`src/source/rv_params.svh`:
```
/*
 * RV32I core parameters
 * Widths, register count and the fetch address after reset
 */
`ifndef RV_PARAMS_SVH
`define RV_PARAMS_SVH

// Data path and address width
`define XLEN 32

// Register file geometry
`define REG_ADDR_W 5
`define NUM_REGS 32

// Fetch
`define RESET_PC 32'h0000_0000
`define INSTR_BYTES 4   // PC step per instruction

`endif

```
`src/source/rv_pkg.sv`:
```
/*
 * RV32I core types
 * Major opcodes, ALU operations and forwarding selects
 */
package rv_pkg;

    // Major opcodes kept by the core
    typedef enum logic [6:0] {
        opc_op     = 7'b0110011,
        opc_op_imm = 7'b0010011,
        opc_lui    = 7'b0110111,
        opc_load   = 7'b0000011,
        opc_store  = 7'b0100011,
        opc_branch = 7'b1100011,
        opc_jal    = 7'b1101111
    } opcode_t;

    typedef enum logic [3:0] {
        alu_add,
        alu_sub,
        alu_and,
        alu_or,
        alu_xor,
        alu_slt,
        alu_sltu,
        alu_sll,
        alu_srl,
        alu_sra,
        alu_pass_b  // lui
    } alu_op_t;

    // Operand source in execute
    typedef enum logic [1:0] {
        fwd_reg = 2'b00,
        fwd_wb  = 2'b01,
        fwd_mem = 2'b10
    } fwd_sel_t;

endpackage

```
`src/source/fetch_stage.sv`:
```
/*
 * Fetch stage
 * Program counter and the IF/ID register
 */
`timescale 1ns/10ps
`include "rv_params.svh"

module fetch_stage (
    input  logic              clk,
    input  logic              reset,
    input  logic              stall,
    input  logic              flush,
    input  logic              redirect,
    input  logic [`XLEN-1:0]  redirect_pc,
    output logic [`XLEN-1:0]  imem_addr,
    input  logic [`XLEN-1:0]  imem_data,
    output logic [`XLEN-1:0]  id_pc,
    output logic [`XLEN-1:0]  id_instr,
    output logic              id_valid
);

    logic [`XLEN-1:0] pc;

    assign imem_addr = pc;

    // Redirect wins over a load-use hold
    always_ff @(posedge clk or posedge reset) begin
        if (reset) begin
            pc <= `RESET_PC;
        end else if (redirect) begin
            pc <= redirect_pc;
        end else if (!stall) begin
            pc <= pc + `XLEN'(`INSTR_BYTES);
        end
    end

    // ====================
    // IF/ID register
    always_ff @(posedge clk or posedge reset) begin
        if (reset) begin
            id_valid <= 1'b0;
        end else if (flush) begin
            id_valid <= 1'b0;       // Wrong-path fetch
        end else if (!stall) begin
            id_valid <= 1'b1;
        end
    end

    always_ff @(posedge clk) begin
        if (!stall) begin
            id_pc    <= pc;
            id_instr <= imem_data;
        end
    end

endmodule

```
`src/source/decode_stage.sv`:
```
/*
 * Decode stage
 * Control decode, immediates, register file and the ID/EX register
 */
`timescale 1ns/10ps
`include "rv_params.svh"

module decode_stage import rv_pkg::*; (
    input  logic                   clk,
    input  logic                   reset,
    input  logic                   flush,
    input  logic [`XLEN-1:0]       id_pc,
    input  logic [`XLEN-1:0]       id_instr,
    input  logic                   id_valid,
    input  logic                   wb_en,
    input  logic [`REG_ADDR_W-1:0] wb_rd,
    input  logic [`XLEN-1:0]       wb_data,
    output logic                   ex_valid,
    output opcode_t                ex_op,
    output alu_op_t                ex_alu_op,
    output logic                   ex_use_imm,
    output logic [`REG_ADDR_W-1:0] ex_rs1,
    output logic [`REG_ADDR_W-1:0] ex_rs2,
    output logic [`REG_ADDR_W-1:0] ex_rd,
    output logic [`XLEN-1:0]       ex_rs1_data,
    output logic [`XLEN-1:0]       ex_rs2_data,
    output logic [`XLEN-1:0]       ex_imm,
    output logic [`XLEN-1:0]       ex_pc,
    output logic [2:0]             ex_funct3
);

    opcode_t                opcode;
    logic [`REG_ADDR_W-1:0] rs1;
    logic [`REG_ADDR_W-1:0] rs2;
    logic [`REG_ADDR_W-1:0] rd;
    logic [2:0]             funct3;
    logic                   funct7_alt;  // Selects sub and sra
    logic                   dec_known;
    alu_op_t                dec_alu_op;
    logic                   dec_use_imm;
    logic [`XLEN-1:0]       dec_imm;
    logic [`XLEN-1:0]       regs [`NUM_REGS];
    logic [`XLEN-1:0]       rs1_data;
    logic [`XLEN-1:0]       rs2_data;

    assign opcode     = opcode_t'(id_instr[6:0]);
    assign rd         = id_instr[11:7];
    assign funct3     = id_instr[14:12];
    assign rs1        = id_instr[19:15];
    assign rs2        = id_instr[24:20];
    assign funct7_alt = id_instr[30];

    function automatic alu_op_t funct_to_alu(input logic [2:0] f3, input logic alt);
        case (f3)
            3'b000:  return alt ? alu_sub : alu_add;
            3'b001:  return alu_sll;
            3'b010:  return alu_slt;
            3'b011:  return alu_sltu;
            3'b100:  return alu_xor;
            3'b101:  return alt ? alu_sra : alu_srl;
            3'b110:  return alu_or;
            default: return alu_and;
        endcase
    endfunction

    // ====================
    // Control and immediates
    always_comb begin
        dec_known   = 1'b1;
        dec_alu_op  = alu_add;
        dec_use_imm = 1'b1;
        dec_imm     = {{(`XLEN-12){id_instr[31]}}, id_instr[31:20]};  // I-type
        case (opcode)
            opc_op: begin
                dec_alu_op  = funct_to_alu(funct3, funct7_alt);
                dec_use_imm = 1'b0;
            end
            opc_op_imm: dec_alu_op = funct_to_alu(funct3, funct3 == 3'b101 && funct7_alt);
            opc_lui: begin
                dec_alu_op = alu_pass_b;
                dec_imm    = {id_instr[31:12], 12'b0};
            end
            opc_load: ;             // Address is rs1 + I-imm
            opc_store: dec_imm = {{(`XLEN-12){id_instr[31]}}, id_instr[31:25], id_instr[11:7]};
            opc_branch: begin
                dec_alu_op  = alu_sub;
                dec_use_imm = 1'b0;
                dec_imm     = {{(`XLEN-12){id_instr[31]}}, id_instr[7], id_instr[30:25],
                               id_instr[11:8], 1'b0};
            end
            opc_jal: dec_imm = {{(`XLEN-20){id_instr[31]}}, id_instr[19:12], id_instr[20],
                                id_instr[30:21], 1'b0};
            default: dec_known = 1'b0;  // Becomes a bubble
        endcase
    end

    // ====================
    // Register file, x0 reads zero, writeback passes through
    always_ff @(posedge clk) begin
        if (wb_en && wb_rd != '0) begin
            regs[wb_rd] <= wb_data;
        end
    end

    assign rs1_data = (rs1 == '0) ? '0 : (wb_en && wb_rd == rs1) ? wb_data : regs[rs1];
    assign rs2_data = (rs2 == '0) ? '0 : (wb_en && wb_rd == rs2) ? wb_data : regs[rs2];

    // ====================
    // ID/EX register
    always_ff @(posedge clk or posedge reset) begin
        if (reset) begin
            ex_valid <= 1'b0;
        end else begin
            ex_valid <= id_valid && dec_known && !flush;
        end
    end

    always_ff @(posedge clk) begin
        ex_op       <= opcode;
        ex_alu_op   <= dec_alu_op;
        ex_use_imm  <= dec_use_imm;
        ex_rs1      <= rs1;
        ex_rs2      <= rs2;
        ex_rd       <= rd;
        ex_rs1_data <= rs1_data;
        ex_rs2_data <= rs2_data;
        ex_imm      <= dec_imm;
        ex_pc       <= id_pc;
        ex_funct3   <= funct3;
    end

endmodule

```
`src/source/hazard_unit.sv`:
```
/*
 * Hazard unit
 * Load-use stall, redirect flush and forwarding selects
 */
`timescale 1ns/10ps
`include "rv_params.svh"

module hazard_unit import rv_pkg::*; (
    input  logic [`REG_ADDR_W-1:0] id_rs1,
    input  logic [`REG_ADDR_W-1:0] id_rs2,
    input  logic                   ex_valid,
    input  opcode_t                ex_op,
    input  logic [`REG_ADDR_W-1:0] ex_rd,
    input  logic [`REG_ADDR_W-1:0] ex_rs1,
    input  logic [`REG_ADDR_W-1:0] ex_rs2,
    input  logic                   redirect,
    input  logic                   mem_en,
    input  logic [`REG_ADDR_W-1:0] mem_rd,
    input  logic                   wb_en,
    input  logic [`REG_ADDR_W-1:0] wb_rd,
    output logic                   stall,
    output logic                   flush,
    output fwd_sel_t               fwd_a,
    output fwd_sel_t               fwd_b
);

    logic load_use;

    // Load in execute feeding the instruction in decode
    assign load_use = ex_valid && ex_op == opc_load && ex_rd != '0 &&
                      (ex_rd == id_rs1 || ex_rd == id_rs2);

    assign flush = redirect;
    assign stall = load_use && !redirect;   // Stalled instruction is wrong-path anyway

    // Memory stage is younger than writeback, so it wins
    function automatic fwd_sel_t pick_src(input logic [`REG_ADDR_W-1:0] rs);
        if (rs == '0)                  return fwd_reg;
        else if (mem_en && mem_rd == rs) return fwd_mem;
        else if (wb_en && wb_rd == rs)   return fwd_wb;
        else                             return fwd_reg;
    endfunction

    assign fwd_a = pick_src(ex_rs1);
    assign fwd_b = pick_src(ex_rs2);

endmodule

```
`src/source/execute_stage.sv`:
```
/*
 * Execute stage
 * Operand forwarding, ALU, branch resolution and the EX/MEM register
 */
`timescale 1ns/10ps
`include "rv_params.svh"

module execute_stage import rv_pkg::*; (
    input  logic                   clk,
    input  logic                   reset,
    input  logic                   ex_valid,
    input  opcode_t                ex_op,
    input  alu_op_t                ex_alu_op,
    input  logic                   ex_use_imm,
    input  logic [`REG_ADDR_W-1:0] ex_rd,
    input  logic [`XLEN-1:0]       ex_rs1_data,
    input  logic [`XLEN-1:0]       ex_rs2_data,
    input  logic [`XLEN-1:0]       ex_imm,
    input  logic [`XLEN-1:0]       ex_pc,
    input  logic [2:0]             ex_funct3,
    input  fwd_sel_t               fwd_a,
    input  fwd_sel_t               fwd_b,
    input  logic [`XLEN-1:0]       wb_data,
    output logic                   redirect,
    output logic [`XLEN-1:0]       redirect_pc,
    output logic                   mem_en,
    output logic [`REG_ADDR_W-1:0] mem_rd,
    output logic [`XLEN-1:0]       mem_result,
    output logic [`XLEN-1:0]       mem_store_data,
    output logic                   mem_is_load,
    output logic                   mem_is_store,
    output logic                   mem_valid
);

    logic [`XLEN-1:0] op_a;
    logic [`XLEN-1:0] op_b;     // Forwarded rs2, also the store data
    logic [`XLEN-1:0] alu_b;
    logic [`XLEN-1:0] alu_out;
    logic [`XLEN-1:0] result;
    logic [4:0]       shamt;
    logic             taken;
    logic             writes_rd;

    // ====================
    // Forwarding muxes
    assign op_a = (fwd_a == fwd_mem) ? mem_result :
                  (fwd_a == fwd_wb)  ? wb_data : ex_rs1_data;
    assign op_b = (fwd_b == fwd_mem) ? mem_result :
                  (fwd_b == fwd_wb)  ? wb_data : ex_rs2_data;

    assign alu_b = ex_use_imm ? ex_imm : op_b;
    assign shamt = alu_b[4:0];

    always_comb begin
        case (ex_alu_op)
            alu_add:  alu_out = op_a + alu_b;
            alu_sub:  alu_out = op_a - alu_b;
            alu_and:  alu_out = op_a & alu_b;
            alu_or:   alu_out = op_a | alu_b;
            alu_xor:  alu_out = op_a ^ alu_b;
            alu_slt:  alu_out = {{(`XLEN-1){1'b0}}, $signed(op_a) < $signed(alu_b)};
            alu_sltu: alu_out = {{(`XLEN-1){1'b0}}, op_a < alu_b};
            alu_sll:  alu_out = op_a << shamt;
            alu_srl:  alu_out = op_a >> shamt;
            alu_sra:  alu_out = $unsigned($signed(op_a) >>> shamt);
            default:  alu_out = alu_b;      // pass_b
        endcase
    end

    // ====================
    // Branch compare on funct3
    always_comb begin
        case (ex_funct3)
            3'b000:  taken = (op_a == op_b);                    // beq
            3'b001:  taken = (op_a != op_b);                    // bne
            3'b100:  taken = ($signed(op_a) < $signed(op_b));   // blt
            3'b101:  taken = ($signed(op_a) >= $signed(op_b));  // bge
            default: taken = 1'b0;
        endcase
    end

    assign redirect    = ex_valid && (ex_op == opc_jal || (ex_op == opc_branch && taken));
    assign redirect_pc = ex_pc + ex_imm;

    // Link address replaces the ALU result for jal
    assign result    = (ex_op == opc_jal) ? ex_pc + `XLEN'(`INSTR_BYTES) : alu_out;
    assign writes_rd = ex_op inside {opc_op, opc_op_imm, opc_lui, opc_load, opc_jal};

    // ====================
    // EX/MEM register
    always_ff @(posedge clk or posedge reset) begin
        if (reset) begin
            mem_valid    <= 1'b0;
            mem_en       <= 1'b0;
            mem_is_load  <= 1'b0;
            mem_is_store <= 1'b0;
        end else begin
            mem_valid    <= ex_valid;
            mem_en       <= ex_valid && writes_rd && ex_rd != '0;
            mem_is_load  <= ex_valid && ex_op == opc_load;
            mem_is_store <= ex_valid && ex_op == opc_store;
        end
    end

    always_ff @(posedge clk) begin
        mem_rd         <= ex_rd;
        mem_result     <= result;
        mem_store_data <= op_b;
    end

endmodule

```
`src/source/mem_wb_stage.sv`:
```
/*
 * Memory and writeback stages
 * Data port drive, MEM/WB register and writeback select
 */
`timescale 1ns/10ps
`include "rv_params.svh"

module mem_wb_stage (
    input  logic                   clk,
    input  logic                   reset,
    input  logic                   mem_en,
    input  logic [`REG_ADDR_W-1:0] mem_rd,
    input  logic [`XLEN-1:0]       mem_result,
    input  logic [`XLEN-1:0]       mem_store_data,
    input  logic                   mem_is_load,
    input  logic                   mem_is_store,
    input  logic                   mem_valid,
    input  logic [`XLEN-1:0]       dmem_rdata,
    output logic [`XLEN-1:0]       dmem_addr,
    output logic [`XLEN-1:0]       dmem_wdata,
    output logic                   dmem_req,
    output logic                   dmem_wr,
    output logic                   wb_en,
    output logic [`REG_ADDR_W-1:0] wb_rd,
    output logic [`XLEN-1:0]       wb_data
);

    logic [`XLEN-1:0] wb_sel;

    // ====================
    // Data port, word access only
    assign dmem_addr  = mem_result;
    assign dmem_wdata = mem_store_data;
    assign dmem_req   = mem_valid && (mem_is_load || mem_is_store);
    assign dmem_wr    = mem_valid && mem_is_store;

    // Memory answers in the same cycle
    assign wb_sel = mem_is_load ? dmem_rdata : mem_result;

    // ====================
    // MEM/WB register
    always_ff @(posedge clk or posedge reset) begin
        if (reset) begin
            wb_en <= 1'b0;
        end else begin
            wb_en <= mem_valid && mem_en;
        end
    end

    always_ff @(posedge clk) begin
        wb_rd   <= mem_rd;
        wb_data <= wb_sel;
    end

endmodule

```
`src/source/rv_core.sv`:
```
/*
 * RV32I five-stage pipelined core
 * Stage and hazard unit wiring, separate instruction and data ports
 */
`timescale 1ns/10ps
`include "rv_params.svh"

module rv_core import rv_pkg::*; (
    input  logic              clk,
    input  logic              reset,
    output logic [`XLEN-1:0]  imem_addr,
    input  logic [`XLEN-1:0]  imem_data,
    output logic [`XLEN-1:0]  dmem_addr,
    output logic [`XLEN-1:0]  dmem_wdata,
    input  logic [`XLEN-1:0]  dmem_rdata,
    output logic              dmem_req,
    output logic              dmem_wr
);

    logic stall, flush, redirect;
    logic [`XLEN-1:0] redirect_pc;
    fwd_sel_t fwd_a, fwd_b;

    // IF/ID
    logic [`XLEN-1:0] id_pc, id_instr;
    logic id_valid;

    // ID/EX
    logic ex_valid, ex_use_imm;
    opcode_t ex_op;
    alu_op_t ex_alu_op;
    logic [`REG_ADDR_W-1:0] ex_rs1, ex_rs2, ex_rd;
    logic [`XLEN-1:0] ex_rs1_data, ex_rs2_data, ex_imm, ex_pc;
    logic [2:0] ex_funct3;

    // EX/MEM and MEM/WB
    logic mem_en, mem_is_load, mem_is_store, mem_valid, wb_en;
    logic [`REG_ADDR_W-1:0] mem_rd, wb_rd;
    logic [`XLEN-1:0] mem_result, mem_store_data, wb_data;

    fetch_stage i_fetch (
        .clk(clk), .reset(reset), .stall(stall), .flush(flush),
        .redirect(redirect), .redirect_pc(redirect_pc),
        .imem_addr(imem_addr), .imem_data(imem_data),
        .id_pc(id_pc), .id_instr(id_instr), .id_valid(id_valid)
    );

    // Load-use stall and redirect both put a bubble into ID/EX
    decode_stage i_decode (
        .clk(clk), .reset(reset), .flush(flush | stall),
        .id_pc(id_pc), .id_instr(id_instr), .id_valid(id_valid),
        .wb_en(wb_en), .wb_rd(wb_rd), .wb_data(wb_data),
        .ex_valid(ex_valid), .ex_op(ex_op), .ex_alu_op(ex_alu_op), .ex_use_imm(ex_use_imm),
        .ex_rs1(ex_rs1), .ex_rs2(ex_rs2), .ex_rd(ex_rd),
        .ex_rs1_data(ex_rs1_data), .ex_rs2_data(ex_rs2_data),
        .ex_imm(ex_imm), .ex_pc(ex_pc), .ex_funct3(ex_funct3)
    );

    hazard_unit i_hazard (
        .id_rs1(id_instr[19:15]), .id_rs2(id_instr[24:20]),
        .ex_valid(ex_valid), .ex_op(ex_op), .ex_rd(ex_rd),
        .ex_rs1(ex_rs1), .ex_rs2(ex_rs2), .redirect(redirect),
        .mem_en(mem_en), .mem_rd(mem_rd), .wb_en(wb_en), .wb_rd(wb_rd),
        .stall(stall), .flush(flush), .fwd_a(fwd_a), .fwd_b(fwd_b)
    );

    execute_stage i_execute (
        .clk(clk), .reset(reset),
        .ex_valid(ex_valid), .ex_op(ex_op), .ex_alu_op(ex_alu_op), .ex_use_imm(ex_use_imm),
        .ex_rd(ex_rd), .ex_rs1_data(ex_rs1_data), .ex_rs2_data(ex_rs2_data),
        .ex_imm(ex_imm), .ex_pc(ex_pc), .ex_funct3(ex_funct3),
        .fwd_a(fwd_a), .fwd_b(fwd_b), .wb_data(wb_data),
        .redirect(redirect), .redirect_pc(redirect_pc),
        .mem_en(mem_en), .mem_rd(mem_rd), .mem_result(mem_result),
        .mem_store_data(mem_store_data), .mem_is_load(mem_is_load),
        .mem_is_store(mem_is_store), .mem_valid(mem_valid)
    );

    mem_wb_stage i_mem_wb (
        .clk(clk), .reset(reset),
        .mem_en(mem_en), .mem_rd(mem_rd), .mem_result(mem_result),
        .mem_store_data(mem_store_data), .mem_is_load(mem_is_load),
        .mem_is_store(mem_is_store), .mem_valid(mem_valid), .dmem_rdata(dmem_rdata),
        .dmem_addr(dmem_addr), .dmem_wdata(dmem_wdata), .dmem_req(dmem_req),
        .dmem_wr(dmem_wr), .wb_en(wb_en), .wb_rd(wb_rd), .wb_data(wb_data)
    );

endmodule

```
`config.mk`:
```
export PLATFORM = sky130hd
export DESIGN_NAME = rv_core
export DESIGN_NICKNAME = d
export VERILOG_FILES = /design/src/source/rv_pkg.sv /design/src/source/fetch_stage.sv /design/src/source/decode_stage.sv /design/src/source/hazard_unit.sv /design/src/source/execute_stage.sv /design/src/source/mem_wb_stage.sv /design/src/source/rv_core.sv
export VERILOG_INCLUDE_DIRS = /design/src /design/src/source
export SDC_FILE = /design/constraint.sdc
export NUM_CORES = 2
export LEC_CHECK = 0
export ABC_AREA = 1
export BUFFER_PORTS_ARGS = -buffer_cell sky130_fd_sc_hd__buf_2
export CORE_MARGIN = 2
export CORE_UTILIZATION = 40
export CTS_CLUSTER_DIAMETER = 60
export DETAILED_ROUTE_END_ITERATION = 6
export GPL_TIMING_DRIVEN = 1
export PLACE_DENSITY = 0.59
export SLEW_MARGIN = 20
export SYNTH_ARGS = -nofsm -noshare
export SYNTH_HDL_FRONTEND = slang
export SYNTH_SLANG_ARGS = --single-unit
```
`constraint.sdc`:
```
create_clock -name clk -period 5.6 [get_ports clk]
set_clock_uncertainty 0.1 [all_clocks]
set_input_delay 0.84 -clock clk [delete_from_list [all_inputs] [get_ports clk]]
set_output_delay 0.84 -clock clk [all_outputs]
set_load 0.005 [all_outputs]
```
==> key figures <==
Power
  • Leakage Power: 32.2 nW
  • VDD IR max: 0.386 mV
  • Pint: 20.1 mW
  • Combinational Power Share: 19.3%
  • Power Density: 349 mW/mm2
  • Switch Pwr: 9.25 mW
  • Clock power share: 37.4%
  • Total Power: 29.4 mW
  • Switch share: 31.5%
  • Reg power frac: 43.4%

Worst setup path
  • Crit Path Category: reg2reg
  • R2r startpoint: i_execute.mem_rd[3]
  • CP arrival: 5.87 ns
  • Crit end category: register
  • CP Data Required Time: 6.21 ns
  • CP Launch Point: i_execute.mem_rd[3]
  • Reg2reg path depth: 27
  • Setup crit start kind: register
  • Critical path fanouts, max: 17
  • Worst flop-to-flop path endpoint: i_execute.mem_result[18]
  • Flop-to-flop setup slack: 0.34 ns

Run status
  • Failing checks: DRC
  • Status: finished, violations left

Synth
  • Largest family of logic cells by synthesized area: compound AO/OA/AOI/OAI gates
  • Synth Area in Simple Gates: 17.8%
  • Post-synthesis adder-cell area fraction: 2.82%
  • Ys async rst share: 2.80%
  • Post-synthesis cell area: 0.0741 mm2
  • Main area contributors after synthesis: edfxtp_1, nand2_1, dfxtp_1
  • Netlist cell types: 73
  • Mapped Cells: 8409
  • Top_reg_cell synth: edfxtp_1
  • Seq cells post-synth: 1391
  • Synth Area in XOR/XNOR: 0.780%
  • Post-synthesis area per instance: 8.81 um2
  • Compound-Gate Fraction of Synth Area: 19.8%
  • Post-synthesis mux area share: 0.0304%
  • Yosys warning total: 0
  • EDFF count, synth: 1088
  • Synth top area share: 44.1%
  • Register area share after synthesis: 52.5%
  • Biggest area consumer among synthesized cells: edfxtp_1

Detailed routing
  • Antenna-violating nets left: 0
  • DR pass1 iterations: 7
  • Post-Route WL: 328000 um
  • Drt via density: 6.32
  • Drt drc: 8
  • Mean routed wirelength per cell: 29.6 um
  • Vias post-DR: 70100
  • Iter 0 DRT Violations: 10600

Min path
  • Hold WC Path Type: in2async

Place
  • Dpl hpwl: 212000 um
  • I/O Buffers: 163
  • Routability congestion estimate: 1.09
  • Area post-placement: 0.0786 mm2

Floorplan
  • Die Y: 434 um
  • Initial core utilization: 40.4%
  • Num ports: 164
  • Core Area: 0.183 mm2
  • Die ar.: 0.189 mm2
  • Row count: 157
  • Chip width: 434 um

Finish
  • Synth-to-Final Area Change: 13.7%
  • Most common cell after layout, fill and taps aside: nand2_1
  • Share of cells above drive strength 1: 10.7%
  • Final Cell Area: 0.0843 mm2
  • Nets: 8717
  • Most frequent cells in the layout: nand2_1, edfxtp_1, o21ai_0, nor2_1, nand3_1

CTS
  • CTS Root Cell: clkbuf_16
  • Clock transition at the registers of the reported paths: 0.06 ns
  • Depth of the CTS H-tree: 4
  • CTS buffer count: 166
  • Clock Sinks: 1391
  • Post-CTS Setup Bufs: 0
  • CTS tree: built
  • # hold bufs at CTS: 0
  • Clk Latency, worst-skew pair: 0.84 ns
  • Clock Tree Buf Depth: 3

GRT
  • Grt ovf: 0
  • Initial antenna violation count: 17
  • Largest net degree at the start of global routing: 139
  • Vias in the first global route: 64900
  • First-pass GRT wire length: 460000 um
  • Total global-route track usage: 33.7%

STA
  • Slew Limit Fails: 0
  • Period utilization: 93.9%
  • Final setup viols: 0
  • Clock period minus worst slack: 5.26 ns
  • Final Hold Vio Count: 0
  • Worst-Margin Slew: 1.24 ns
  • F_max: 190 MHz
  • RSZ-0062 raised after global routing: no
  • Slew margin rel.: 16.4%

Run
  • # Max-Cap Violations: 0
## synthesized netlist by cell type (all sizes together), types with 2 or more instances
master,instances
a2111oi,3
a211oi,31
a21boi,5
a21o,6
a21oi,601
a221oi,28
a22oi,3
a311oi,3
a31o,28
a31oi,81
a32o,6
and3,2
buf,117
clkbuf,460
clkinv,7
dfrtp,39
dfxtp,264
edfxtp,1088
fa,3
ha,162
inv,592
mux2,2
nand2,1490
nand3,640
nand3b,13
nand4,63
nor2,824
nor3,33
nor3b,3
nor4,18
o2111ai,27
o211ai,93
o21a,12
o21ai,974
o21bai,13
o221a,28
o221ai,200
o22ai,264
o311ai,9
o31ai,33
o32ai,7
o41ai,9
or2,51
xnor2,20
xor2,46
## layer usage
metal | wire (um) | GRT usage, % | up-vias
li1 | - | - | 30200
met1 | 129000 | 46.4 | 34000
met2 | 137000 | 48.5 | 4883
met3 | 42300 | 8.68 | 919
met4 | 19400 | 17.6 | 18
met5 | 148 | 0.205 | -
## cells by family after synthesis
logic type               after synthesis
flip-flops                          1391
other                                  1
AO/OA/AOI/OAI                       2469
XOR/XNOR                              66
multiplexers                           2
adder cells (fa/ha/maj)              165
AND/OR/NAND/NOR                     3139
buffers and inverters               1176
## power by group through the flow
stage                     logic (mW)  clock network [mW]  registers [mW]
after floorplan                 2.71                   0            13.0
after global placement          5.43                   0            12.9
after detailed placement        5.45                   0            12.9
after CTS                       5.47                11.0            12.7
after global routing            6.04                11.5            12.7
final                           5.67                11.0            12.7
## worst max-delay path by stage
stage                                     to  depth (start not counted)
floorplan               i_fetch.imem_addr[9]                         28
global placement    i_execute.mem_result[18]                         27
detailed placement  i_execute.mem_result[18]                         27
CTS                 i_execute.mem_result[18]                         27
global route            i_fetch.imem_addr[2]                         34
finish              i_execute.mem_result[18]                         27
## registers in the layout, indices dropped and copies added, names as in the netlist, 32 cells and up
register	flops
i_fetch.id_instr	32
i_decode.ex_pc	32
i_execute.mem_result	32
i_fetch.imem_addr	32
i_decode.ex_rs1_data	32
i_decode.ex_imm	32
i_execute.mem_store_data	32
i_decode.regs	1024
i_decode.ex_rs2_data	32
i_mem_wb.wb_data	32
i_fetch.id_pc	32
## worst max-delay path: stages, from the launching register on
cell      delay, ns
dfxtp_1        0.39
inv_1          0.06
nand2_1        0.05
nand2_1        0.05
nor2_1         0.22
nand4_2        0.21
clkinv_2       0.27
buf_4          0.25
nand2_1        0.07
nand2_1        0.38
inv_1          0.19
ha_1           0.36
buf_4          0.18
nor2_1         0.13
inv_1          0.10
nor2_1         0.12
and3_1         0.23
a21oi_2        0.11
inv_1          0.08
a21boi_2       0.08
or2_2          0.28
nand3_1        0.06
nand2_1        0.12
a31oi_4        0.29
nand2_1        0.08
nand3b_1       0.43
nand2_1        0.17
nand2_1        0.06
## per-stage QoR
step	hold slack, ns	utilization [%]	TNS, ns	setup slack, ns	instances
2_1_floorplan	0.223	-	0	1.48	8440
3_3_place_gp	0.224	42.8	-0.267	-0.267	10800
3_5_place_dp	0.227	42.9	-0.227	-0.227	10800
4_1_cts	0.0431	45.9	0	0.0122	11100
5_1_grt	0.0595	45.9	0	0.00396	11100
6_report	0.0623	45.9	0	0.343	11100
## area by class of cell
type | instances | area [um2]
Fill cell | 17600 | 99200
Sequential cell | 1391 | 38900
Multi-Input combinational cell | 5873 | 31000
Clock buffer | 217 | 4520
Timing Repair Buffer | 455 | 3420
Tap cell | 2464 | 3080
Inverter | 599 | 2290
Clock inverter | 86 | 970
Antenna cell | 8 | 20.0
## timing repair
action / CTS / global route
pin swaps: 0 / 1
setup endpoints to repair: 1 / 14
gates resized for setup: 2 / 17
No activity file was read; power rests on OpenSTA's default activity.
